**src/rtl/la_pkg.sv**
```systemverilog
// shared widths, types, command opcodes and config struct of the capture core, used by scoped names
package la_pkg;

  localparam int SMPL_WIDTH = 16;  // one sample is two bytes
  localparam int CMD_WIDTH  = 32;
  localparam int CNT_WIDTH  = 12;
  localparam int BYTE_WIDTH = 8;

  typedef logic [SMPL_WIDTH-1:0] smpl_t;
  typedef logic [CNT_WIDTH-1:0]  cnt_t;
  typedef logic [BYTE_WIDTH-1:0] byte_t;
  typedef logic [CMD_WIDTH-1:0]  cmd_t;

  // command word field positions
  localparam int CMD_OP_MSB   = 31;
  localparam int CMD_OP_LSB   = 30;
  localparam int CMD_RD_LSB   = 12;  // readout count at 23:12
  localparam int CMD_DLY_LSB  = 0;   // delay count at 11:0
  localparam int CMD_DATA_LSB = 0;   // value or mask at 15:0

  typedef enum logic [1:0] {
    CMD_SET_CNT  = 2'd0,
    CMD_SET_VAL  = 2'd1,
    CMD_SET_MASK = 2'd2,
    CMD_ARM      = 2'd3
  } cmd_op_e;

  typedef struct packed {
    cnt_t  rd_cnt;    // samples read out after capture
    cnt_t  dly_cnt;   // samples recorded after the trigger
    smpl_t trg_val;
    smpl_t trg_mask;  // 1 = bit takes part in the compare
  } la_cfg_t;

endpackage
```
**src/rtl/la_top.sv**
```systemverilog
// top level of the capture core, connects config, trigger, FSM, buffer and serializer
`timescale 1ns/1ns
module la_top #(
  parameter int BUF_DEPTH = 16
) (
  input  logic           clk_i,
  input  logic           rst_in,
  input  logic           cmd_stb_i,
  input  la_pkg::cmd_t   cmd_i,
  input  logic           smpl_stb_i,
  input  la_pkg::smpl_t  smpl_i,
  output logic           byte_stb_o,
  output la_pkg::byte_t  byte_o,
  output logic           busy_o,
  output logic           done_o
);

  la_pkg::la_cfg_t  cfg;
  logic             arm;
  logic             trg;
  logic             wr_en;
  logic             rd_start;
  logic             rd_en;
  la_pkg::smpl_t    rd_data;
  logic             tx_stb;
  la_pkg::smpl_t    tx_data;
  logic             tx_rdy;

  la_cfg_regs u_cfg_regs (
    .clk_i     (clk_i),
    .rst_in    (rst_in),
    .cmd_stb_i (cmd_stb_i),
    .cmd_i     (cmd_i),
    .cfg_o     (cfg),
    .arm_o     (arm)
  );

  la_trigger u_trigger (
    .clk_i      (clk_i),
    .rst_in     (rst_in),
    .arm_i      (arm),
    .smpl_stb_i (smpl_stb_i),
    .smpl_i     (smpl_i),
    .cfg_i      (cfg),
    .trg_o      (trg)
  );

  la_ctrl #(
    .BUF_DEPTH (BUF_DEPTH)
  ) u_ctrl (
    .clk_i      (clk_i),
    .rst_in     (rst_in),
    .cfg_i      (cfg),
    .trg_i      (trg),
    .smpl_stb_i (smpl_stb_i),
    .wr_en_o    (wr_en),
    .rd_start_o (rd_start),
    .rd_en_o    (rd_en),
    .rd_data_i  (rd_data),
    .tx_rdy_i   (tx_rdy),
    .tx_stb_o   (tx_stb),
    .tx_data_o  (tx_data),
    .busy_o     (busy_o),
    .done_o     (done_o)
  );

  la_sample_buf #(
    .BUF_DEPTH (BUF_DEPTH)
  ) u_sample_buf (
    .clk_i      (clk_i),
    .rst_in     (rst_in),
    .wr_en_i    (wr_en),
    .smpl_i     (smpl_i),
    .cfg_i      (cfg),
    .rd_start_i (rd_start),
    .rd_en_i    (rd_en),
    .rd_data_o  (rd_data)
  );

  la_tx_serial u_tx_serial (
    .clk_i      (clk_i),
    .rst_in     (rst_in),
    .tx_stb_i   (tx_stb),
    .tx_data_i  (tx_data),
    .tx_rdy_o   (tx_rdy),
    .byte_stb_o (byte_stb_o),
    .byte_o     (byte_o)
  );

endmodule

```
**src/rtl/la_tx_serial.sv**
```systemverilog
// sample to byte serializer, high byte first on consecutive cycles
`timescale 1ns/1ns
module la_tx_serial (
  input  logic           clk_i,
  input  logic           rst_in,
  input  logic           tx_stb_i,
  input  la_pkg::smpl_t  tx_data_i,
  output logic           tx_rdy_o,
  output logic           byte_stb_o,
  output la_pkg::byte_t  byte_o
);

  localparam int BYTES = la_pkg::SMPL_WIDTH / la_pkg::BYTE_WIDTH;

  la_pkg::smpl_t  shreg;  // remaining bytes, next one on top
  logic [1:0]     bcnt;   // bytes still to send

  assign tx_rdy_o   = (bcnt == '0);
  assign byte_stb_o = (bcnt != '0);
  assign byte_o     = shreg[la_pkg::SMPL_WIDTH-1 -: la_pkg::BYTE_WIDTH];

  always_ff @(posedge clk_i) begin
    if (!rst_in) begin
      bcnt <= '0;
    end else if (tx_stb_i && tx_rdy_o) begin
      bcnt <= 2'(BYTES);
    end else if (bcnt != '0) begin
      bcnt <= bcnt - 1'b1;
    end
  end

  always_ff @(posedge clk_i) begin
    if (tx_stb_i && tx_rdy_o) begin
      shreg <= tx_data_i;
    end else if (bcnt != '0) begin
      shreg <= shreg << la_pkg::BYTE_WIDTH;
    end
  end

endmodule

```
**src/rtl/la_sample_buf.sv**
```systemverilog
// circular sample memory, readout starts rd_cnt entries behind the write pointer
`timescale 1ns/1ns
module la_sample_buf #(
  parameter int BUF_DEPTH = 16
) (
  input  logic             clk_i,
  input  logic             rst_in,
  input  logic             wr_en_i,
  input  la_pkg::smpl_t    smpl_i,
  input  la_pkg::la_cfg_t  cfg_i,
  input  logic             rd_start_i,
  input  logic             rd_en_i,
  output la_pkg::smpl_t    rd_data_o
);

  localparam int PTR_W = $clog2(BUF_DEPTH);

  la_pkg::smpl_t     mem [BUF_DEPTH];
  logic [PTR_W-1:0]  wr_ptr;   // next entry to write
  logic [PTR_W-1:0]  rd_ptr;

  always_ff @(posedge clk_i) begin
    if (!rst_in) begin
      wr_ptr <= '0;
    end else if (wr_en_i) begin
      wr_ptr <= wr_ptr + 1'b1;  // wraps at the depth
    end
  end

  always_ff @(posedge clk_i) begin
    if (wr_en_i) begin
      mem[wr_ptr] <= smpl_i;
    end
  end

  // rd_cnt equal to the depth gives rd_ptr == wr_ptr, the oldest entry
  always_ff @(posedge clk_i) begin
    if (!rst_in) begin
      rd_ptr <= '0;
    end else if (rd_start_i) begin
      rd_ptr <= wr_ptr - cfg_i.rd_cnt[PTR_W-1:0];
    end else if (rd_en_i) begin
      rd_ptr <= rd_ptr + 1'b1;
    end
  end

  always_ff @(posedge clk_i) begin
    if (rd_en_i) begin
      rd_data_o <= mem[rd_ptr];
    end
  end

endmodule

```
**src/rtl/la_ctrl.sv**
```systemverilog
// capture FSM gating sample writes, counting the post-trigger delay and pacing the readout
`timescale 1ns/1ns
module la_ctrl #(
  parameter int BUF_DEPTH = 16
) (
  input  logic             clk_i,
  input  logic             rst_in,
  input  la_pkg::la_cfg_t  cfg_i,
  input  logic             trg_i,
  input  logic             smpl_stb_i,
  output logic             wr_en_o,
  output logic             rd_start_o,
  output logic             rd_en_o,
  input  la_pkg::smpl_t    rd_data_i,
  input  logic             tx_rdy_i,
  output logic             tx_stb_o,
  output la_pkg::smpl_t    tx_data_o,
  output logic             busy_o,
  output logic             done_o
);

  localparam la_pkg::cnt_t DEPTH_CNT = la_pkg::cnt_t'(BUF_DEPTH);

  typedef enum logic [2:0] {
    IDLE,
    TRG,
    TX,
    LOAD,
    TX_WAIT
  } state_e;

  state_e        state;
  state_e        state_nxt;
  la_pkg::cnt_t  cnt;       // post-trigger writes, then words read
  la_pkg::cnt_t  cnt_nxt;
  la_pkg::cnt_t  rd_lim;
  logic          last_word;

  // never read more words than the buffer holds
  assign rd_lim    = (cfg_i.rd_cnt > DEPTH_CNT) ? DEPTH_CNT : cfg_i.rd_cnt;
  assign last_word = (cnt == rd_lim);
  assign busy_o    = (state != IDLE);

  always_comb begin
    state_nxt  = state;
    cnt_nxt    = cnt;
    wr_en_o    = 1'b0;
    rd_start_o = 1'b0;
    rd_en_o    = 1'b0;
    case (state)
      IDLE: begin
        wr_en_o = smpl_stb_i;
        if (trg_i) begin
          state_nxt = TRG;
          cnt_nxt   = '0;
        end
      end
      TRG: begin
        if (cnt == cfg_i.dly_cnt) begin
          state_nxt  = TX;
          cnt_nxt    = '0;
          rd_start_o = 1'b1;  // last write was at least a cycle ago
        end else if (smpl_stb_i) begin
          wr_en_o = 1'b1;
          cnt_nxt = cnt + 1'b1;
        end
      end
      TX: begin
        if (last_word) begin
          state_nxt = IDLE;
        end else begin
          rd_en_o   = 1'b1;
          cnt_nxt   = cnt + 1'b1;
          state_nxt = LOAD;
        end
      end
      LOAD: begin
        state_nxt = TX_WAIT;  // rd_data_i valid here
      end
      TX_WAIT: begin
        // tx_rdy only drops the cycle after the strobe
        if (tx_rdy_i && !tx_stb_o) begin
          state_nxt = TX;
        end
      end
      default: state_nxt = IDLE;
    endcase
  end

  always_ff @(posedge clk_i) begin
    if (!rst_in) begin
      state    <= IDLE;
      cnt      <= '0;
      tx_stb_o <= 1'b0;
      done_o   <= 1'b0;
    end else begin
      state    <= state_nxt;
      cnt      <= cnt_nxt;
      tx_stb_o <= (state == LOAD);
      done_o   <= (state == TX) && last_word;
    end
  end

  always_ff @(posedge clk_i) begin
    if (state == LOAD) begin
      tx_data_o <= rd_data_i;  // held for the serializer
    end
  end

endmodule

```
**src/rtl/la_trigger.sv**
```systemverilog
// single-shot masked value trigger, fires one cycle after an armed matching sample
`timescale 1ns/1ns
module la_trigger (
  input  logic             clk_i,
  input  logic             rst_in,
  input  logic             arm_i,
  input  logic             smpl_stb_i,
  input  la_pkg::smpl_t    smpl_i,
  input  la_pkg::la_cfg_t  cfg_i,
  output logic             trg_o
);

  logic armed;
  logic match;
  logic fire;

  // only the masked bits are compared
  assign match = ((smpl_i ^ cfg_i.trg_val) & cfg_i.trg_mask) == '0;
  assign fire  = armed && smpl_stb_i && match;

  always_ff @(posedge clk_i) begin
    if (!rst_in) begin
      armed <= 1'b0;
      trg_o <= 1'b0;
    end else begin
      trg_o <= fire;
      if (arm_i) begin
        armed <= 1'b1;  // new arm wins over a firing in the same cycle
      end else if (fire) begin
        armed <= 1'b0;  // one shot per arm
      end
    end
  end

endmodule

```
**src/rtl/la_cfg_regs.sv**
```systemverilog
// command decoder holding the capture configuration and issuing the arm pulse
`timescale 1ns/1ns
module la_cfg_regs (
  input  logic             clk_i,
  input  logic             rst_in,
  input  logic             cmd_stb_i,
  input  la_pkg::cmd_t     cmd_i,
  output la_pkg::la_cfg_t  cfg_o,
  output logic             arm_o
);

  la_pkg::cmd_op_e op;

  assign op = la_pkg::cmd_op_e'(cmd_i[la_pkg::CMD_OP_MSB:la_pkg::CMD_OP_LSB]);

  always_ff @(posedge clk_i) begin
    if (!rst_in) begin
      cfg_o.rd_cnt   <= la_pkg::cnt_t'(1);
      cfg_o.dly_cnt  <= la_pkg::cnt_t'(1);
      cfg_o.trg_val  <= '0;
      cfg_o.trg_mask <= '0;
      arm_o          <= 1'b0;
    end else begin
      arm_o <= 1'b0;  // arm is a single-cycle pulse
      if (cmd_stb_i) begin
        case (op)
          la_pkg::CMD_SET_CNT: begin
            cfg_o.rd_cnt  <= cmd_i[la_pkg::CMD_RD_LSB +: la_pkg::CNT_WIDTH];
            cfg_o.dly_cnt <= cmd_i[la_pkg::CMD_DLY_LSB +: la_pkg::CNT_WIDTH];
          end
          la_pkg::CMD_SET_VAL: begin
            cfg_o.trg_val <= cmd_i[la_pkg::CMD_DATA_LSB +: la_pkg::SMPL_WIDTH];
          end
          la_pkg::CMD_SET_MASK: begin
            cfg_o.trg_mask <= cmd_i[la_pkg::CMD_DATA_LSB +: la_pkg::SMPL_WIDTH];
          end
          default: begin
            arm_o <= 1'b1;  // CMD_ARM
          end
        endcase
      end
    end
  end

endmodule

```
**config.mk**
```make
export PLATFORM = sky130hd
export DESIGN_NAME = la_top
export DESIGN_NICKNAME = d
export VERILOG_FILES = /design/src/rtl/la_pkg.sv /design/src/rtl/la_top.sv /design/src/rtl/la_tx_serial.sv /design/src/rtl/la_sample_buf.sv /design/src/rtl/la_ctrl.sv /design/src/rtl/la_trigger.sv /design/src/rtl/la_cfg_regs.sv
export SDC_FILE = /design/constraint.sdc
export NUM_CORES = 1
export LEC_CHECK = 0
export BUFFER_PORTS_ARGS = -buffer_cell sky130_fd_sc_hd__buf_2
export CAP_MARGIN = 20
export CORE_ASPECT_RATIO = 0.5
export CORE_MARGIN = 5
export CORE_UTILIZATION = 60
export DETAILED_ROUTE_END_ITERATION = 6
export PLACE_DENSITY_LB_ADDON = 0.12
export SYNTH_ARGS = -nofsm -noshare
export SYNTH_HDL_FRONTEND = slang
export SYNTH_SLANG_ARGS = --single-unit
```
**constraint.sdc**
```tcl
create_clock -name clk_i -period 4.12 [get_ports clk_i]
set_input_delay 0.824 -clock clk_i [delete_from_list [all_inputs] [get_ports clk_i]]
set_output_delay 0.824 -clock clk_i [all_outputs]
set_load 0.03 [all_outputs]
```
==> results of run 1 <==
==> registers in the layout, summed over array words and instances, names as in the netlist <==
register	cells
u_ctrl.tx_stb_o	1
u_ctrl.tx_data_o	16
u_trigger.armed	1
u_sample_buf.wr_ptr	4
u_cfg_regs.arm_o	1
u_tx_serial.bcnt	2
u_trigger.trg_o	1
u_tx_serial.shreg	16
u_sample_buf.rd_ptr	4
u_ctrl.done_o	1
u_sample_buf.rd_data_o	16
u_cfg_regs.cfg_o	56
u_sample_buf.mem	256
u_ctrl.state	3
u_ctrl.cnt	12
==> synth_stat cells (2+ instances only) <==
cell / count
a21o_1: 3
a21oi_1: 75
a41oi_1: 2
or2_2: 2
or4b_1: 3
nor2_1: 32
and2_1: 11
or3_1: 5
ha_1: 9
mux2_2: 8
buf_2: 9
or4_1: 9
buf_1: 2
o31a_1: 2
mux2i_1: 2
inv_1: 10
a31oi_1: 5
nand4_1: 4
o21ai_0: 11
clkbuf_1: 43
nand2b_1: 8
mux4_2: 80
dfxtp_1: 86
nor2b_1: 4
buf_4: 8
nand3b_1: 2
edfxtp_1: 304
nor3_1: 10
nand2_1: 128
xor2_1: 30
and3_1: 8
a22oi_1: 4
nand3_1: 9
or4_4: 3
nor4_1: 9
xnor2_1: 6
nor3b_1: 4
o31ai_1: 6
==> critical path, cell delays in order (launching register included) <==
cell	delay, ns
dfxtp_1	0.53
xor2_1	0.20
nor4_1	0.12
a41oi_1	0.38
and3_1	0.36
nand2_1	0.17
nor2_1	0.69
buf_4	0.38
==> final cells by class <==
type	count	area, um^2	share of cell area (%)
clock buffers	46	960	5.56
clock inverters	14	100	0.580
inverters	11	41.3	0.239
multi-input cells	513	4350	25.2
flip-flops and latches	390	10900	62.9
well taps	344	430	2.49
repair buffers	83	528	3.06
==> kinds of logic after synthesis <==
kind of cell / share of synthesized area [%]
flops: 70.1
mux: 12.4
xor+xnor: 2.04
fa+ha+maj: 0.857
buf+inv: 2.04
simple gates: 8.07
compound gates: 4.54
==> worst max-delay path by stage <==
stage	start	to	slack, ns	cells past startpoint
finish	u_ctrl.cnt[3]	u_sample_buf.mem[6][1]	0.97	7
global route	u_ctrl.cnt[3]	u_sample_buf.mem[4][15]	0.74	7
CTS	u_ctrl.cnt[3]	u_sample_buf.mem[4][1]	0.95	7
detailed placement	u_ctrl.cnt[3]	u_sample_buf.mem[4][8]	0.96	7
global placement	u_ctrl.cnt[3]	u_sample_buf.mem[4][5]	1.08	7
floorplan	u_ctrl.cnt[0]	u_sample_buf.mem[0][0]	1.04	8
==> power by group <==
| part | switching, mW | total, mW | internal (mW) | leakage [nW] |
|---|---|---|---|---|
| sequential | 0.0256 | 4.31 | 4.28 | 3.44 |
| combinational | 0.186 | 0.284 | 0.0980 | 1.74 |
| clock | 1.37 | 3.08 | 1.71 | 0.523 |
==> per-layer routing <==
metal | global-route usage (%) | vias to the layer above
li1 | - | 3846
met1 | 34.0 | 4396
met2 | 38.8 | 338
met3 | 5.22 | 53
met4 | 6.66 | 0
met5 | 0 | -
==> placed cells by master, fill, tap and decap left out, drive strengths merged, types with 12 or more instances in the layout <==
cell type	synthesis	final
clkbuf	43	46
edfxtp	304	304
clkinv	1	14
nand2	128	128
a21oi	75	75
nor2	32	32
mux4	80	80
or4	12	12
buf	19	83
xor2	30	30
dfxtp	86	86
==> key figures, run 1 <==
Final layout
  • Non-Filler Instances: 1401
  • Core Util, Final: 68.3%
  • Fillers: 1691
  • # diodes: 0
  • Share of cells above drive strength 1: 22.6%
  • Final Cell Area: 17300 um^2
  • Area Overhead vs Synth: 11.6%
  • NumNets Final: between 1k and 1.5k

STA
  • Post-route setup TNS: 0 ns
  • Slew margin rel.: 30.4%
  • Worst-margin pin slew: 1.04 ns
  • Slew Limit Fails: 0
  • Post-Route Skew: 0.0197 ns
  • Final Hold Viols: 0
  • Setup ws final: 0.969 ns
  • RSZ-0062 raised after global routing: false
  • Finish-stage setup viols: 0
  • Worst hold slack: 0.419 ns
  • Fmax: 317 MHz
  • Tcrit/Tclk final: 76.5%
  • Final min period: ~3.2 ns

Drt
  • Met2 routed wirelength: 16100 um
  • Number of iterations in the first detailed-routing pass: 5
  • Remaining antenna violation count: 0
  • Via Count: ~8.6k
  • Met3 routed WL: approximately 3000 um
  • Post-Route WL: between 30000 and 40000 um
  • Initial DRC count: 743
  • DR vias/cell: 6.16
  • Remaining DRCs: 0
  • Wl on met1: 14100 um
  • Wirelength per Cell: around 24 um
  • Top Layer Used: met4

Clock network
  • # clock sinks: 390
  • Post-CTS Setup Bufs: 0
  • Post-CTS resize count: 0
  • Root buf cell: clkbuf_16
  • Worst skew pair latency: 0.52 ns
  • Worst-path clk slew: ~0.060 ns
  • Clk buf depth: 3
  • TritonCTS Buffers: 35
  • CTS tree: done
  • # hold bufs at CTS: 0
  • H-tree depth: 2

Floorplan
  • Die Area: 29300 um^2
  • I/O pin count: 63
  • Core area: about 25000 um^2
  • Die Ht: between 100 and 150 um
  • Starting density of the core: 61.2%
  • Row count: 41
  • Die width: around 240 um

Placement
  • HPWL after DPL: 20300 um
  • Post-DP Area: about 16000 um^2
  • Routability cong.: 0.836
  • Post-Place Setup Slack: 0.962 ns
  • Cells after DPL: between 1k and 1.5k
  • I/O Buffers: 56

Run status
  • Status: finished clean

Power
  • Max VDD drop: 0.000306 V
  • Power per Cell Area: 444 nW/um^2
  • Leak Pwr: around 5.7 nW
  • Total Power: 7.67 mW

Yosys
  • Synth area leaders: edfxtp_1 (59%), mux4_2 (12%), dfxtp_1 (11%)
  • Top-area cell type share of the netlist area: slightly below 60%
  • Mapped Cells: 976
  • Number of distinct library cells after synthesis: 58
  • Avg Inst Size Synth: 15.9 um^2
  • Post-synth ARST share: 0%
  • Post-synth EDFFs: 304
  • Register area share after synthesis: ~70%
  • Syn_nets: 1038
  • Flops & latches, synth: between 300 and 400
  • Post-Syn Area: 15500 um^2
  • Post-synth top area cell: edfxtp_1
  • Synth warn: 0
  • Most frequently used flop master after synthesis: edfxtp_1

Critical path
  • Critical setup path kind: register to register
  • Reg-to-reg startpoint: u_ctrl.cnt[3]
  • Register-to-Register Path Depth: 7
  • WP data arrival: ~3.4 ns
  • Crit Path Max Fanout: 10
  • Reg2reg end: u_sample_buf.mem[6][1]
  • Required @ worst endpoint: 4.32 ns
  • Element type at the critical path start: register
  • Reg-to-reg slack, setup: 0.97 ns
  • CP Capture Type: register

Global routing
  • Vias in the first global route: 8604
  • Grt total ovfl: 0
  • First-pass GRT wire length: 51800 um
  • Initial antenna violation count: 0
  • GRT Total Usage: around 24%
  • Largest net degree at the start of global routing: a little over 60

Hold path
  • Hold Crit Depth: 0
  • Hold Crit Class: register to register
  • Hold path start: u_sample_buf.rd_data_o[10]
  • Worst hold endpoint: u_ctrl.tx_data_o[10]

Flow run
  • Max-cap violations: 0
Power figures use the tool's default switching activity.
==> run 2: changes to the inputs <==
Settings changed: CORE_UTILIZATION 60 to 55.
Clock period 4.12 ns to 2.54 ns, I/O delays scaled along.
==> run 2 against run 1 <==
  * Wire length decreased by 1.2%
  * Worst setup slack got worse by 0.87 ns
  * First-iteration DRC count decreased by 17%
  * Register-to-register slack got worse by 0.87 ns
  * Clock-buffer cell count increased by 1
  * Power increased by 61%
  * Clock skew decreased by 0.0036 ns
  * Sequential share of layout area decreased by 1.5 points
  * Final cell count increased by 4.3%
  * Combinational power increased by 67%
==> key figures, run 2 (synthesis gave the netlist of run 1 again) <==
Drt
  • Number of iterations in the first detailed-routing pass: 5 (unchanged)
  • Remaining antenna violation count: 0 (unchanged)
  • Via Count: 8603 (-0.35%)
  • Remaining DRCs: 0 (unchanged)
  • DR vias/cell: 5.89 (-4.4%)
  • Wirelength per Cell: 23.0 um (-5.3%)
  • Initial DRC count: 620 (-17%)
  • Post-Route WL: 33600 um (-1.2%)

Clock network
  • Worst skew pair latency: 0.53 ns (about the same)
  • TritonCTS Buffers: 34 (-2.9%)
  • Clk buf depth: 3 (unchanged)
  • H-tree depth: 2 (unchanged)
  • CTS tree: done
  • Post-CTS Setup Bufs: 0 (unchanged)
  • Root buf cell: clkbuf_16
  • Worst-path clk slew: 0.06 ns (about the same)
  • # clock sinks: 390 (unchanged)

Final layout
  • Commonest non-fill, non-tap cell in the layout: edfxtp_1
  • Max reg flops: 256 (unchanged)
  • Largest register by flop count: u_sample_buf.mem
  • Biggest regs: u_sample_buf.mem: 256 flops, u_cfg_regs.cfg_o: 56 flops
  • Most frequent cells in the layout: edfxtp_1 (304), nand2_1 (128), dfxtp_1 (84)
  • Fillers: 1979 (+17%)
  • Non-Filler Instances: 1461 (+4.3%)
  • Area Overhead vs Synth: 14.3%
  • Share of cells above drive strength 1: 24.7% (+2.1 points)
  • NumNets Final: 1116 (+1.8%)
  • Final Cell Area: 17700 um^2 (+2.4%)

Critical path
  • Reg-to-reg startpoint: u_ctrl.cnt[6]
  • CP max stage cell: dfxtp_1
  • CP cell instances: xor2_1 > nor4_1 > buf_4 > a41oi_1 > and3_2 > nand2_1 > nor3_2 > buf_12
  • Crit Path Max Fanout: 16 (+6)
  • Reg-to-reg slack, setup: 0.10 ns (-0.87 ns)
  • Crit path buffers/inverters: 2 (+1)
  • Element type at the critical path start: register
  • Required @ worst endpoint: 2.77 ns (-1.55 ns)
  • WP data arrival: 2.66 ns (-0.69 ns)
  • Critical setup path kind: register to register
  • CP Capture Type: register
  • Top Family by Delay on Critical Path: simple AND/OR/NAND/NOR gates
  • Reg2reg end: u_sample_buf.mem[1][15]
  • CP max stage delay: 0.44 ns (-0.25 ns)
  • Register-to-Register Path Depth: 8 (+1)

Run status
  • Status: finished clean

Global routing
  • Grt total ovfl: 0 (unchanged)
  • GRT Total Usage: 21.9% (-2.1 points)
  • First-pass GRT wire length: 51900 um (+0.24%)
  • Initial antenna violation count: 3 (+3)
  • Largest net degree at the start of global routing: 48 (-21%)
  • Vias in the first global route: 8669 (+0.76%)

Power
  • Sw frac: 20.8% (+0.13 points)
  • P_sw: 2.56 mW (+62%)
  • Leak Pwr: 5.82 nW (+2.1%)
  • Sequential share of power: 56.6% (+0.5 points)
  • Max VDD drop: 0.000395 V (+29%)
  • Internal power: 9.78 mW (+61%)
  • Clock power share: 39.6% (-0.6 points)
  • Comb pwr share: 3.8% (about the same)
  • Power per Cell Area: 698 nW/um^2 (+57%)

Hold path
  • Hold path start: cmd_i[20]
  • Hold Crit Depth: 3 (+3)
  • Hold Crit Class: primary input to register
  • Worst hold endpoint: u_cfg_regs.cfg_o[52]

Floorplan
  • Core area: 27700 um^2 (+9.6%)
  • Die Ht: 129 um (+4.1%)
  • Row count: 43 (+4.9%)
  • Starting density of the core: 55.9% (-5.3 points)
  • I/O pin count: 63 (unchanged)
  • Die width: 247 um (+4.3%)
  • Die Area: 31800 um^2 (+8.5%)

STA
  • Setup ws final: 0.104 ns (-0.865 ns)
  • Slew margin rel.: 26.8% (-3.6 points)
  • Final min period: 2.44 ns (-0.715 ns)
  • Final Hold Viols: 0 (unchanged)
  • Fmax: 410 MHz (+29%)
  • Slew Limit Fails: 0 (unchanged)
  • Finish-stage setup viols: 0 (unchanged)
  • Post-Route Skew: 0.0161 ns (-0.00361 ns)
  • RSZ-0062 raised after global routing: true
  • Tcrit/Tclk final: 95.9% (+19 points)
  • Worst hold slack: 0.225 ns (-0.194 ns)
  • Worst-margin pin slew: 1.10 ns (+0.0552 ns)

Flow run
  • Max-cap violations: 0 (unchanged)

Placement
  • Post-DP Area: 16600 um^2 (+2.9%)
  • Post-Place Setup Slack: 0.0225 ns (-0.939 ns)
  • Routability cong.: 0.853 (+2.1%)
  • Cells after DPL: 1400 (+4.6%)
  • HPWL after DPL: 20900 um (+2.8%)
  • I/O Buffers: 56 (unchanged)
run 2: worst max path at each step:
stage                                    start  depth (start not counted)                       to
after detailed placement         u_ctrl.cnt[6]                          8   u_sample_buf.mem[1][6]
after global placement           u_ctrl.cnt[5]                          8   u_sample_buf.mem[1][6]
after CTS                        u_ctrl.cnt[6]                          8  u_sample_buf.mem[1][15]
after floorplan                  u_ctrl.cnt[0]                          8  u_sample_buf.mem[12][0]
after global routing      u_cfg_regs.cfg_o[51]                          7   u_sample_buf.rd_ptr[1]
final                            u_ctrl.cnt[6]                          8  u_sample_buf.mem[1][15]
run 2: cell type report:
class	count	area [um^2]	area share [%]
Tap cell	382	478	2.70
Antenna cell	1	2.50	0.0142
Clock buffer	47	921	5.21
Sequential cell	390	10900	61.4
Inverter	11	41.3	0.233
Multi-Input combinational cell	513	4390	24.8
Clock inverter	13	92.6	0.524
Timing Repair Buffer	104	907	5.13
run 2: power groups by stage:
stage	Sequential [mW]	Clock (mW)	Combinational, mW
after global routing	6.99	5.25	0.522
final	6.98	4.88	0.473
after detailed placement	7.12	0	0.472
after CTS	6.98	4.99	0.473
after global placement	7.12	0	0.456
after floorplan	7.11	0	0.248
run 2: timing repair:
| item | CTS | global route |
|---|---|---|
| hold buffers | 0 | 0 |
| setup endpoints to repair | 0 | 194 |
| resized for setup | 0 | 6 |
run 2: stage by stage:
stage	total power [mW]	util (%)	TNS, ns
6_report	12.3	63.8	0
3_5_place_dp	7.60	60.1	0
3_3_place_gp	7.57	60.1	0
2_1_floorplan	7.36	-	-17.91
5_1_grt	12.8	63.8	-0.0109
4_1_cts	12.4	63.7	0
run 2: metal layers:
layer	up-vias	GRT usage (%)	share of wire [%]
li1	3906	-	-
met5	-	0	0
met4	0	5.38	2.1
met3	53	3.90	6.6
met1	4363	32.6	45
met2	281	34.6	47
run 2: worst register-to-register path: stages, from the launching register on:
cell,delay [ns]
dfxtp_1,0.44
xor2_1,0.18
nor4_1,0.09
buf_4,0.15
a41oi_1,0.34
and3_2,0.32
nand2_1,0.18
nor3_2,0.22
buf_12,0.20
